--- src/hw/core_pkg.sv ---
package core_pkg;

    // datapath widths
    localparam int INSTR_WIDTH    = 32;
    localparam int DATA_WIDTH     = 32;
    localparam int GPR_NUM        = 32;
    localparam int GPR_ADDR_WIDTH = $clog2(GPR_NUM);
    localparam int ALU_OP_WIDTH   = 8;
    localparam int ALU_SEL_WIDTH  = 3;

    // fetch queue depth, also the producer's starting credits
    localparam int FETCH_Q_DEPTH = 4;

    localparam logic [DATA_WIDTH-1:0] RESET_PC = 32'h1c000000;

    // major opcodes, instr[31:26]
    localparam logic [5:0] OPC_JIRL = 6'b010011;
    localparam logic [5:0] OPC_B    = 6'b010100;
    localparam logic [5:0] OPC_BL   = 6'b010101;
    localparam logic [5:0] OPC_BEQ  = 6'b010110;
    localparam logic [5:0] OPC_BNE  = 6'b010111;
    localparam logic [5:0] OPC_BLT  = 6'b011000;
    localparam logic [5:0] OPC_BGE  = 6'b011001;
    localparam logic [5:0] OPC_BLTU = 6'b011010;
    localparam logic [5:0] OPC_BGEU = 6'b011011;

    // alu op codes, zero is none
    localparam logic [ALU_OP_WIDTH-1:0] ALUOP_B    = 8'h01;
    localparam logic [ALU_OP_WIDTH-1:0] ALUOP_BL   = 8'h02;
    localparam logic [ALU_OP_WIDTH-1:0] ALUOP_JIRL = 8'h03;
    localparam logic [ALU_OP_WIDTH-1:0] ALUOP_BEQ  = 8'h04;
    localparam logic [ALU_OP_WIDTH-1:0] ALUOP_BNE  = 8'h05;
    localparam logic [ALU_OP_WIDTH-1:0] ALUOP_BLT  = 8'h06;
    localparam logic [ALU_OP_WIDTH-1:0] ALUOP_BGE  = 8'h07;
    localparam logic [ALU_OP_WIDTH-1:0] ALUOP_BLTU = 8'h08;
    localparam logic [ALU_OP_WIDTH-1:0] ALUOP_BGEU = 8'h09;

    // result selector codes
    localparam logic [ALU_SEL_WIDTH-1:0] ALUSEL_JUMP   = 3'd1;
    localparam logic [ALU_SEL_WIDTH-1:0] ALUSEL_BRANCH = 3'd2;

    typedef enum logic [2:0] {
        BRANCH_NONE     = 3'd0,
        BRANCH_UNCOND   = 3'd1,
        BRANCH_CALL     = 3'd2,
        BRANCH_COND     = 3'd3,
        BRANCH_RETURN   = 3'd4,
        BRANCH_INDIRECT = 3'd5
    } branch_type_t;

    typedef struct packed {
        logic [DATA_WIDTH-1:0]  pc;
        logic [INSTR_WIDTH-1:0] instr;
    } fetch_entry_t;

endpackage

--- src/hw/decoder_i26.sv ---
`timescale 1ns/1ps

// B and BL, layout {opcode[6], offs[15:0], offs[25:16]}
module decoder_i26
    import core_pkg::*;
(
    input  logic [INSTR_WIDTH-1:0]    instr_i,
    output logic                      decode_result_valid_o,
    output logic [DATA_WIDTH-1:0]     imm_o,
    output logic                      reg_write_valid_o,
    output logic [GPR_ADDR_WIDTH-1:0] reg_write_addr_o,
    output logic [ALU_OP_WIDTH-1:0]   aluop_o,
    output logic [ALU_SEL_WIDTH-1:0]  alusel_o,
    output branch_type_t              branch_type_o
);

    logic [25:0] offs_26;

    // high part sits in the low instruction bits
    assign offs_26 = {instr_i[9:0], instr_i[25:10]};

    always_comb begin
        decode_result_valid_o = 1'b1;
        imm_o                 = {{4{offs_26[25]}}, offs_26, 2'b00};
        reg_write_valid_o     = 1'b0;
        reg_write_addr_o      = '0;
        alusel_o              = ALUSEL_JUMP;
        case (instr_i[31:26])
            OPC_B: begin
                aluop_o       = ALUOP_B;
                branch_type_o = BRANCH_UNCOND;
            end
            OPC_BL: begin
                aluop_o           = ALUOP_BL;
                branch_type_o     = BRANCH_CALL;
                // link register is r1
                reg_write_valid_o = 1'b1;
                reg_write_addr_o  = GPR_ADDR_WIDTH'(1);
            end
            default: begin
                decode_result_valid_o = 1'b0;
                imm_o                 = '0;
                aluop_o               = '0;
                alusel_o              = '0;
                branch_type_o         = BRANCH_NONE;
            end
        endcase
    end

endmodule

--- src/hw/decoder_i16.sv ---
`timescale 1ns/1ps

// JIRL and conditional branches, layout {opcode[6], offs[15:0], rj[5], rd[5]}
module decoder_i16
    import core_pkg::*;
(
    input  logic [INSTR_WIDTH-1:0]    instr_i,
    output logic                      decode_result_valid_o,
    output logic [DATA_WIDTH-1:0]     imm_o,
    output logic [1:0]                reg_read_valid_o,
    output logic [GPR_ADDR_WIDTH-1:0] reg_read_addr0_o,
    output logic [GPR_ADDR_WIDTH-1:0] reg_read_addr1_o,
    output logic                      reg_write_valid_o,
    output logic [GPR_ADDR_WIDTH-1:0] reg_write_addr_o,
    output logic [ALU_OP_WIDTH-1:0]   aluop_o,
    output logic [ALU_SEL_WIDTH-1:0]  alusel_o,
    output branch_type_t              branch_type_o
);

    logic [GPR_ADDR_WIDTH-1:0] rj;
    logic [GPR_ADDR_WIDTH-1:0] rd;

    assign rj = instr_i[9:5];
    assign rd = instr_i[4:0];

    always_comb begin
        // defaults describe a conditional branch
        decode_result_valid_o = 1'b1;
        imm_o                 = {{14{instr_i[25]}}, instr_i[25:10], 2'b00};
        reg_read_valid_o      = 2'b11;
        reg_read_addr0_o      = rj;
        reg_read_addr1_o      = rd;
        reg_write_valid_o     = 1'b0;
        reg_write_addr_o      = '0;
        alusel_o              = ALUSEL_BRANCH;
        branch_type_o         = BRANCH_COND;
        aluop_o               = '0;
        case (instr_i[31:26])
            OPC_BEQ:  aluop_o = ALUOP_BEQ;
            OPC_BNE:  aluop_o = ALUOP_BNE;
            OPC_BLT:  aluop_o = ALUOP_BLT;
            OPC_BGE:  aluop_o = ALUOP_BGE;
            OPC_BLTU: aluop_o = ALUOP_BLTU;
            OPC_BGEU: aluop_o = ALUOP_BGEU;
            OPC_JIRL: begin
                aluop_o           = ALUOP_JIRL;
                alusel_o          = ALUSEL_JUMP;
                // only rj is read, rd takes the link
                reg_read_valid_o  = 2'b01;
                reg_read_addr1_o  = '0;
                reg_write_valid_o = 1'b1;
                reg_write_addr_o  = rd;
                // jirl r0, r1, 0 style is a return
                if (rd == '0 && rj == GPR_ADDR_WIDTH'(1)) begin
                    branch_type_o = BRANCH_RETURN;
                end else begin
                    branch_type_o = BRANCH_INDIRECT;
                end
            end
            default: begin
                decode_result_valid_o = 1'b0;
                imm_o                 = '0;
                reg_read_valid_o      = '0;
                reg_read_addr0_o      = '0;
                reg_read_addr1_o      = '0;
                alusel_o              = '0;
                branch_type_o         = BRANCH_NONE;
            end
        endcase
    end

endmodule

--- src/hw/fetch_producer.sv ---
`timescale 1ns/1ps

module fetch_producer
    import core_pkg::*;
(
    input  logic                   clk,
    input  logic                   rst_i,
    input  logic                   in_valid_i,
    input  logic [INSTR_WIDTH-1:0] in_instr_i,
    output logic                   in_ready_o,
    output logic                   push_o,
    output fetch_entry_t           push_entry_o,
    input  logic                   credit_return_i
);

    localparam int CREDIT_WIDTH = $clog2(FETCH_Q_DEPTH + 1);

    logic [CREDIT_WIDTH-1:0] credits_q;
    logic [DATA_WIDTH-1:0]   pc_q;

    assign in_ready_o = (credits_q != '0);
    assign push_o     = in_valid_i && in_ready_o;

    assign push_entry_o.pc    = pc_q;
    assign push_entry_o.instr = in_instr_i;

    always_ff @(posedge clk) begin
        if (rst_i) begin
            credits_q <= CREDIT_WIDTH'(FETCH_Q_DEPTH);
            pc_q      <= RESET_PC;
        end else begin
            // push and return in one cycle cancel out
            case ({push_o, credit_return_i})
                2'b10:   credits_q <= credits_q - 1'b1;
                2'b01:   credits_q <= credits_q + 1'b1;
                default: credits_q <= credits_q;
            endcase
            if (push_o) begin
                pc_q <= pc_q + DATA_WIDTH'(4);
            end
        end
    end

endmodule

--- src/hw/fetch_queue.sv ---
`timescale 1ns/1ps

// no full flag, the sender's credits bound the occupancy
module fetch_queue
    import core_pkg::*;
#(
    parameter type payload_t = logic [31:0]
) (
    input  logic     clk,
    input  logic     rst_i,
    input  logic     push_i,
    input  payload_t push_data_i,
    input  logic     pop_i,
    output logic     head_valid_o,
    output payload_t head_data_o,
    output logic     credit_return_o
);

    localparam int PTR_WIDTH   = $clog2(FETCH_Q_DEPTH);
    localparam int COUNT_WIDTH = $clog2(FETCH_Q_DEPTH + 1);

    payload_t               mem [FETCH_Q_DEPTH];
    logic [PTR_WIDTH-1:0]   wr_ptr_q;
    logic [PTR_WIDTH-1:0]   rd_ptr_q;
    logic [COUNT_WIDTH-1:0] count_q;

    assign head_valid_o = (count_q != '0);
    assign head_data_o  = mem[rd_ptr_q];

    always_ff @(posedge clk) begin
        if (push_i) begin
            mem[wr_ptr_q] <= push_data_i;
        end
    end

    always_ff @(posedge clk) begin
        if (rst_i) begin
            wr_ptr_q        <= '0;
            rd_ptr_q        <= '0;
            count_q         <= '0;
            credit_return_o <= 1'b0;
        end else begin
            if (push_i) begin
                wr_ptr_q <= (wr_ptr_q == PTR_WIDTH'(FETCH_Q_DEPTH - 1)) ? '0 : wr_ptr_q + 1'b1;
            end
            if (pop_i) begin
                rd_ptr_q <= (rd_ptr_q == PTR_WIDTH'(FETCH_Q_DEPTH - 1)) ? '0 : rd_ptr_q + 1'b1;
            end
            case ({push_i, pop_i})
                2'b10:   count_q <= count_q + 1'b1;
                2'b01:   count_q <= count_q - 1'b1;
                default: count_q <= count_q;
            endcase
            // one credit back per freed slot
            credit_return_o <= pop_i;
        end
    end

endmodule

--- src/hw/branch_decode_stage.sv ---
`timescale 1ns/1ps

module branch_decode_stage
    import core_pkg::*;
(
    input  logic                      clk,
    input  logic                      rst_i,
    input  logic                      head_valid_i,
    input  fetch_entry_t              head_entry_i,
    output logic                      pop_o,
    output logic                      out_valid_o,
    input  logic                      out_ready_i,
    output logic [DATA_WIDTH-1:0]     out_pc_o,
    output logic [DATA_WIDTH-1:0]     out_imm_o,
    output logic [DATA_WIDTH-1:0]     out_target_o,
    output logic                      out_illegal_o,
    output logic                      out_reg_write_valid_o,
    output logic [GPR_ADDR_WIDTH-1:0] out_reg_write_addr_o,
    output logic [1:0]                out_reg_read_valid_o,
    output logic [GPR_ADDR_WIDTH-1:0] out_reg_read_addr0_o,
    output logic [GPR_ADDR_WIDTH-1:0] out_reg_read_addr1_o,
    output logic [ALU_OP_WIDTH-1:0]   out_aluop_o,
    output logic [ALU_SEL_WIDTH-1:0]  out_alusel_o,
    output branch_type_t              out_branch_type_o
);

    logic                      i26_valid;
    logic [DATA_WIDTH-1:0]     i26_imm;
    logic                      i26_wr_valid;
    logic [GPR_ADDR_WIDTH-1:0] i26_wr_addr;
    logic [ALU_OP_WIDTH-1:0]   i26_aluop;
    logic [ALU_SEL_WIDTH-1:0]  i26_alusel;
    branch_type_t              i26_btype;

    logic                      i16_valid;
    logic [DATA_WIDTH-1:0]     i16_imm;
    logic [1:0]                i16_rd_valid;
    logic [GPR_ADDR_WIDTH-1:0] i16_rd_addr0;
    logic [GPR_ADDR_WIDTH-1:0] i16_rd_addr1;
    logic                      i16_wr_valid;
    logic [GPR_ADDR_WIDTH-1:0] i16_wr_addr;
    logic [ALU_OP_WIDTH-1:0]   i16_aluop;
    logic [ALU_SEL_WIDTH-1:0]  i16_alusel;
    branch_type_t              i16_btype;

    logic                      legal;
    logic                      reg_based;
    logic [DATA_WIDTH-1:0]     imm;

    decoder_i26 u_dec_i26 (
        .instr_i               (head_entry_i.instr),
        .decode_result_valid_o (i26_valid),
        .imm_o                 (i26_imm),
        .reg_write_valid_o     (i26_wr_valid),
        .reg_write_addr_o      (i26_wr_addr),
        .aluop_o               (i26_aluop),
        .alusel_o              (i26_alusel),
        .branch_type_o         (i26_btype)
    );

    decoder_i16 u_dec_i16 (
        .instr_i               (head_entry_i.instr),
        .decode_result_valid_o (i16_valid),
        .imm_o                 (i16_imm),
        .reg_read_valid_o      (i16_rd_valid),
        .reg_read_addr0_o      (i16_rd_addr0),
        .reg_read_addr1_o      (i16_rd_addr1),
        .reg_write_valid_o     (i16_wr_valid),
        .reg_write_addr_o      (i16_wr_addr),
        .aluop_o               (i16_aluop),
        .alusel_o              (i16_alusel),
        .branch_type_o         (i16_btype)
    );

    // the two opcode sets are disjoint
    assign legal     = i26_valid || i16_valid;
    assign imm       = i26_valid ? i26_imm : i16_imm;
    // jirl target needs rj, unknown here
    assign reg_based = (i16_btype == BRANCH_RETURN) || (i16_btype == BRANCH_INDIRECT);

    // take a new entry when the register is free or draining
    assign pop_o = head_valid_i && (!out_valid_o || out_ready_i);

    always_ff @(posedge clk) begin
        if (rst_i) begin
            out_valid_o <= 1'b0;
        end else if (pop_o) begin
            out_valid_o <= 1'b1;
        end else if (out_ready_i) begin
            out_valid_o <= 1'b0;
        end
    end

    always_ff @(posedge clk) begin
        if (pop_o) begin
            // pc is kept for illegal words too
            out_pc_o              <= head_entry_i.pc;
            out_imm_o             <= imm;
            out_target_o          <= (legal && !reg_based) ? head_entry_i.pc + imm : '0;
            out_illegal_o         <= !legal;
            out_reg_write_valid_o <= i26_valid ? i26_wr_valid : i16_wr_valid;
            out_reg_write_addr_o  <= i26_valid ? i26_wr_addr : i16_wr_addr;
            out_reg_read_valid_o  <= i16_rd_valid;
            out_reg_read_addr0_o  <= i16_rd_addr0;
            out_reg_read_addr1_o  <= i16_rd_addr1;
            out_aluop_o           <= i26_valid ? i26_aluop : i16_aluop;
            out_alusel_o          <= i26_valid ? i26_alusel : i16_alusel;
            out_branch_type_o     <= i26_valid ? i26_btype : i16_btype;
        end
    end

endmodule

--- src/hw/branch_decode_top.sv ---
`timescale 1ns/1ps

module branch_decode_top
    import core_pkg::*;
(
    input  logic                      clk,
    input  logic                      rst_i,
    input  logic                      in_valid_i,
    input  logic [INSTR_WIDTH-1:0]    in_instr_i,
    output logic                      in_ready_o,
    output logic                      out_valid_o,
    input  logic                      out_ready_i,
    output logic [DATA_WIDTH-1:0]     out_pc_o,
    output logic [DATA_WIDTH-1:0]     out_imm_o,
    output logic [DATA_WIDTH-1:0]     out_target_o,
    output logic                      out_illegal_o,
    output logic                      out_reg_write_valid_o,
    output logic [GPR_ADDR_WIDTH-1:0] out_reg_write_addr_o,
    output logic [1:0]                out_reg_read_valid_o,
    output logic [GPR_ADDR_WIDTH-1:0] out_reg_read_addr0_o,
    output logic [GPR_ADDR_WIDTH-1:0] out_reg_read_addr1_o,
    output logic [ALU_OP_WIDTH-1:0]   out_aluop_o,
    output logic [ALU_SEL_WIDTH-1:0]  out_alusel_o,
    output branch_type_t              out_branch_type_o
);

    logic         push;
    fetch_entry_t push_entry;
    logic         credit_return;
    logic         head_valid;
    fetch_entry_t head_entry;
    logic         pop;

    fetch_producer u_producer (
        .clk             (clk),
        .rst_i           (rst_i),
        .in_valid_i      (in_valid_i),
        .in_instr_i      (in_instr_i),
        .in_ready_o      (in_ready_o),
        .push_o          (push),
        .push_entry_o    (push_entry),
        .credit_return_i (credit_return)
    );

    fetch_queue #(
        .payload_t (fetch_entry_t)
    ) u_queue (
        .clk             (clk),
        .rst_i           (rst_i),
        .push_i          (push),
        .push_data_i     (push_entry),
        .pop_i           (pop),
        .head_valid_o    (head_valid),
        .head_data_o     (head_entry),
        .credit_return_o (credit_return)
    );

    branch_decode_stage u_stage (
        .clk                   (clk),
        .rst_i                 (rst_i),
        .head_valid_i          (head_valid),
        .head_entry_i          (head_entry),
        .pop_o                 (pop),
        .out_valid_o           (out_valid_o),
        .out_ready_i           (out_ready_i),
        .out_pc_o              (out_pc_o),
        .out_imm_o             (out_imm_o),
        .out_target_o          (out_target_o),
        .out_illegal_o         (out_illegal_o),
        .out_reg_write_valid_o (out_reg_write_valid_o),
        .out_reg_write_addr_o  (out_reg_write_addr_o),
        .out_reg_read_valid_o  (out_reg_read_valid_o),
        .out_reg_read_addr0_o  (out_reg_read_addr0_o),
        .out_reg_read_addr1_o  (out_reg_read_addr1_o),
        .out_aluop_o           (out_aluop_o),
        .out_alusel_o          (out_alusel_o),
        .out_branch_type_o     (out_branch_type_o)
    );

endmodule

--- config.mk ---
export PLATFORM = sky130hd
export DESIGN_NAME = branch_decode_top
export DESIGN_NICKNAME = d
export VERILOG_FILES = /design/src/hw/core_pkg.sv /design/src/hw/decoder_i26.sv /design/src/hw/decoder_i16.sv /design/src/hw/fetch_producer.sv /design/src/hw/fetch_queue.sv /design/src/hw/branch_decode_stage.sv /design/src/hw/branch_decode_top.sv
export SDC_FILE = /design/constraint.sdc
export NUM_CORES = 1
export LEC_CHECK = 0
export ABC_CLOCK_PERIOD_IN_PS = 13600
export BUFFER_PORTS_ARGS = -buffer_cell sky130_fd_sc_hd__buf_4
export CORE_UTILIZATION = 35
export CTS_CLUSTER_SIZE = 12
export DETAILED_ROUTE_END_ITERATION = 8
export PLACE_DENSITY_LB_ADDON = 0.08
export SETUP_SLACK_MARGIN = 0.05
export SLEW_MARGIN = 40
export SYNTH_ARGS = -nofsm -noshare
export SYNTH_HDL_FRONTEND = slang
export SYNTH_HIERARCHICAL = 1
export SYNTH_SLANG_ARGS = --single-unit
--- constraint.sdc ---
create_clock -name clk -period 13.6 [get_ports clk]
set_clock_uncertainty 0.2 [all_clocks]
set_input_delay 0.68 -clock clk [delete_from_list [all_inputs] [get_ports clk]]
set_output_delay 0.68 -clock clk [all_outputs]
set_load 0.03 [all_outputs]
==> results.md <==
- All-layer global routing usage: 0.1674
- Area contributors post-synth: edfxtp_1 60%, mux4_2 7.1%, dfxtp_1 4.6%
- Min-delay worst type: in2reg
- Final setup violation count: 0
- Synthesis Warnings: 6
- Post-route ant nets: 0
- Crit path DAT: slightly below 6 ns
- ANT cells: 0
- Residual DRC: 0
- Clock root buffer master: clkbuf_16
- Row count: between 80 and 90
- Fmax: 0.1733 GHz
- Status: finished clean
- Top Ports: around 170
- Worst skew pair latency: around 0.57 ns
- Initial Util: 0.3546
- Most instantiated library cell after synthesis: edfxtp_1
- Leak pwr: between 7 and 8 nW
- Die Area: 0.05557 mm2
- Critical path launch point type: flop
- Syn_area_per_cell: about 15 um2
- Wire per inst: about 22 um
- Clock sinks: 429
- Instance count of the mapped netlist: between 1,000 and 1,500
- WL final: 46.23 mm
- WS Path Type: reg2reg
- Critical Path End Type: flop
- CTS clk-pin slew, worst paths: about 0.06 ns
- Vias per cell: 5.051
- Total power: between 5 and 6 mW
- GP Congestion: between 0.8 and 0.9
- Max-capacitance violation count: 0
- Post-synth cell types: between 70 and 80
- Longest Clk Path Bufs: 3
- Initial drt markers: about 680
- Final Util: 0.4088
- Seq cells post-synth: ~430
- Post-route worst setup slack: between 7 and 8 ns
- Worst path required time: between 10 and 15 ns
- Hpwl dp: between 30 and 40 mm
- Share of cells above drive strength 1: 0.2739
- Most frequent cells after synthesis: 385 x edfxtp_1, 83 x buf_4, 70 x nor2_1
- Peak supply drop: around 0.13 mV
- Post-synthesis cell area: between 0.015 and 0.02 mm2
- Hold slack final: approximately 0.11 ns
- Global-route wire length before repair: approximately 70 mm
- Tcrit/Tclk final: 0.4242
- Primary FF master, synth: edfxtp_1
- Rel. slew slack: 0.4531
- Cell taking the most area after synthesis: edfxtp_1
- Area grow syn2layout: 15.29%
- CTS Hold Buffers Added: 0
- Die height: ~240 um
- Number of global-route vias before repair: around 11,000
- Post-synth top area share: 0.6046
- Initial antenna violation count: 1
- Total grt overflow: 0
- # nets final: 1,434
- TritonCTS clock tree: yes
- Core area: 0.05392 mm2
- Die Width: 235.7 um
- Pin count of the biggest net entering global routing: about 130
- Fin Setup TNS: 0 ns
- TritonCTS Buffers: between 40 and 50
- CTS H-tree lvls: 2
- Final hold violations: 0
- Slew Limit Fails: 0
- Slew @ Worst Pin: 0.8204 ns
- First-pass DRT Iterations: 5
- Seq/Total Area, Yosys: 0.6507
- Synth async-reset ratio: 0
- Unrepaired setup endpoints after global routing: no
- EDFF count, synth: 385
- Resized Gates After CTS: 0
- Pwr Density: about 240 mW/mm2
- Postcts setup bufs: 0
- Max Fanout on Critical Path: a little over 50
- Setup WS pre-CTS: 7.759 ns
- Via count: between 10,000 and 15,000
- Final Critical Period: between 5 and 6 ns
- IO Port Bufs: 166
[flip-flops by register name, indices dropped and copies added (netlist names), 3 cells and up, named ones only]
name / count
u_producer/credits_q: 3
u_producer/pc_q: 30
u_queue/count_q: 3
u_queue/mem: 256
u_stage/out_aluop_o: 8
u_stage/out_alusel_o: 3
u_stage/out_branch_type_o: 3
u_stage/out_imm_o: 32
u_stage/out_pc_o: 32
u_stage/out_reg_read_addr0_o: 5
u_stage/out_reg_read_addr1_o: 5
u_stage/out_reg_write_addr_o: 5
u_stage/out_target_o: 32
[cell usage in the layout, fill, tap and decap left out, drive strengths merged, types with 4 or more instances in the layout]
master and n:
nor3b 31, o31ai 11, a21oi 52, nand4 12
clkbuf 65, nand2b 6, inv 20, o21bai 5
o21a 6, a21o 14, nor2b 4, and3 6
nand3 16, nor3 24, nand2 44, dfxtp 44
a21boi 4, ha 39, mux2i 9, or2 4
mux4 64, or3 9, xor2 20, nor2 70
o21ai 31, and4 5, a311oi 4, or4 12
xnor2 14, conb 24, clkinv 16, bufinv 4
a211oi 6, mux2 51, and2 43, edfxtp 385
buf 181
[logic make-up after synthesis]
group / count (synthesis) / share of synthesized area
AOI/OAI and AO/OA: 156 / 0.05379
xor gates and xnor gates: 34 / 0.01557
adders and majority gates: 42 / 0.02866
buffers and inverters: 153 / 0.05392
DFF: 429 / 0.6507
muxes: 124 / 0.1109
other: 3 / 0.0005889
and+or+nand+nor: 295 / 0.08585
[power by group]
| part | switching, mW | internal (mW) | total [mW] |
|---|---|---|---|
| registers | 0.148 | 1.85 | 1.99 |
| clock network | 0.508 | 0.744 | 1.25 |
| logic | 1.29 | 0.702 | 2.00 |
| total | 1.95 | 3.29 | 5.24 |
[final cells by class]
class	count	area, um2
timing repair buffer	181	1395
fill	4894	31880
tap	696	870.8
multi-input combinational	675	5754
clock inverter	20	192.7
clock buffer	65	1306
inverter	21	78.83
sequential	429	12450
[critical path, cell delays in order (launching register included)]
cell and delay [ns]:
dfxtp_4 0.80, mux4_2 0.66, nand4bb_1 0.20, buf_4 0.25
nor2_4 0.18, buf_4 0.56, mux2_2 0.43, ha_1 0.33
a21o_1 0.23, a221o_1 0.41, o22ai_2 0.32, o21ai_1 0.30
nand2b_1 0.15, a31oi_1 0.11, mux2_1 0.33
[per-layer routing]
layer  routed length [um]  vias to the layer above  GRT usage
met3                 2224                       52    0.03576
met4                  672                        0    0.03743
met2                21580                      241     0.2621
met5                    0                        -          0
met1                21750                     5336     0.2383
li1                     -                     4913          -
[per-stage QoR]
stage	std cells	cell area (um2)
final	2087	22040
after floorplan	1257	19200
after CTS	2085	22010
after global placement	2000	20500
after global routing	2087	22040
after detailed placement	2000	20510
[worst paths after layout]
check             slack (ns)  cells past startpoint                from                       end
setup / recovery        7.83                     14                flop  u_stage/out_target_o[22]
hold reg to reg         0.30                      2  u_queue/count_q[2]        u_queue/count_q[2]
setup reg to reg        7.83                     14                flop  u_stage/out_target_o[22]
hold / removal          0.11                      1       in_instr_i[7]         u_queue/mem[3][7]
Note: power is estimated with default switching activity, not from simulation.
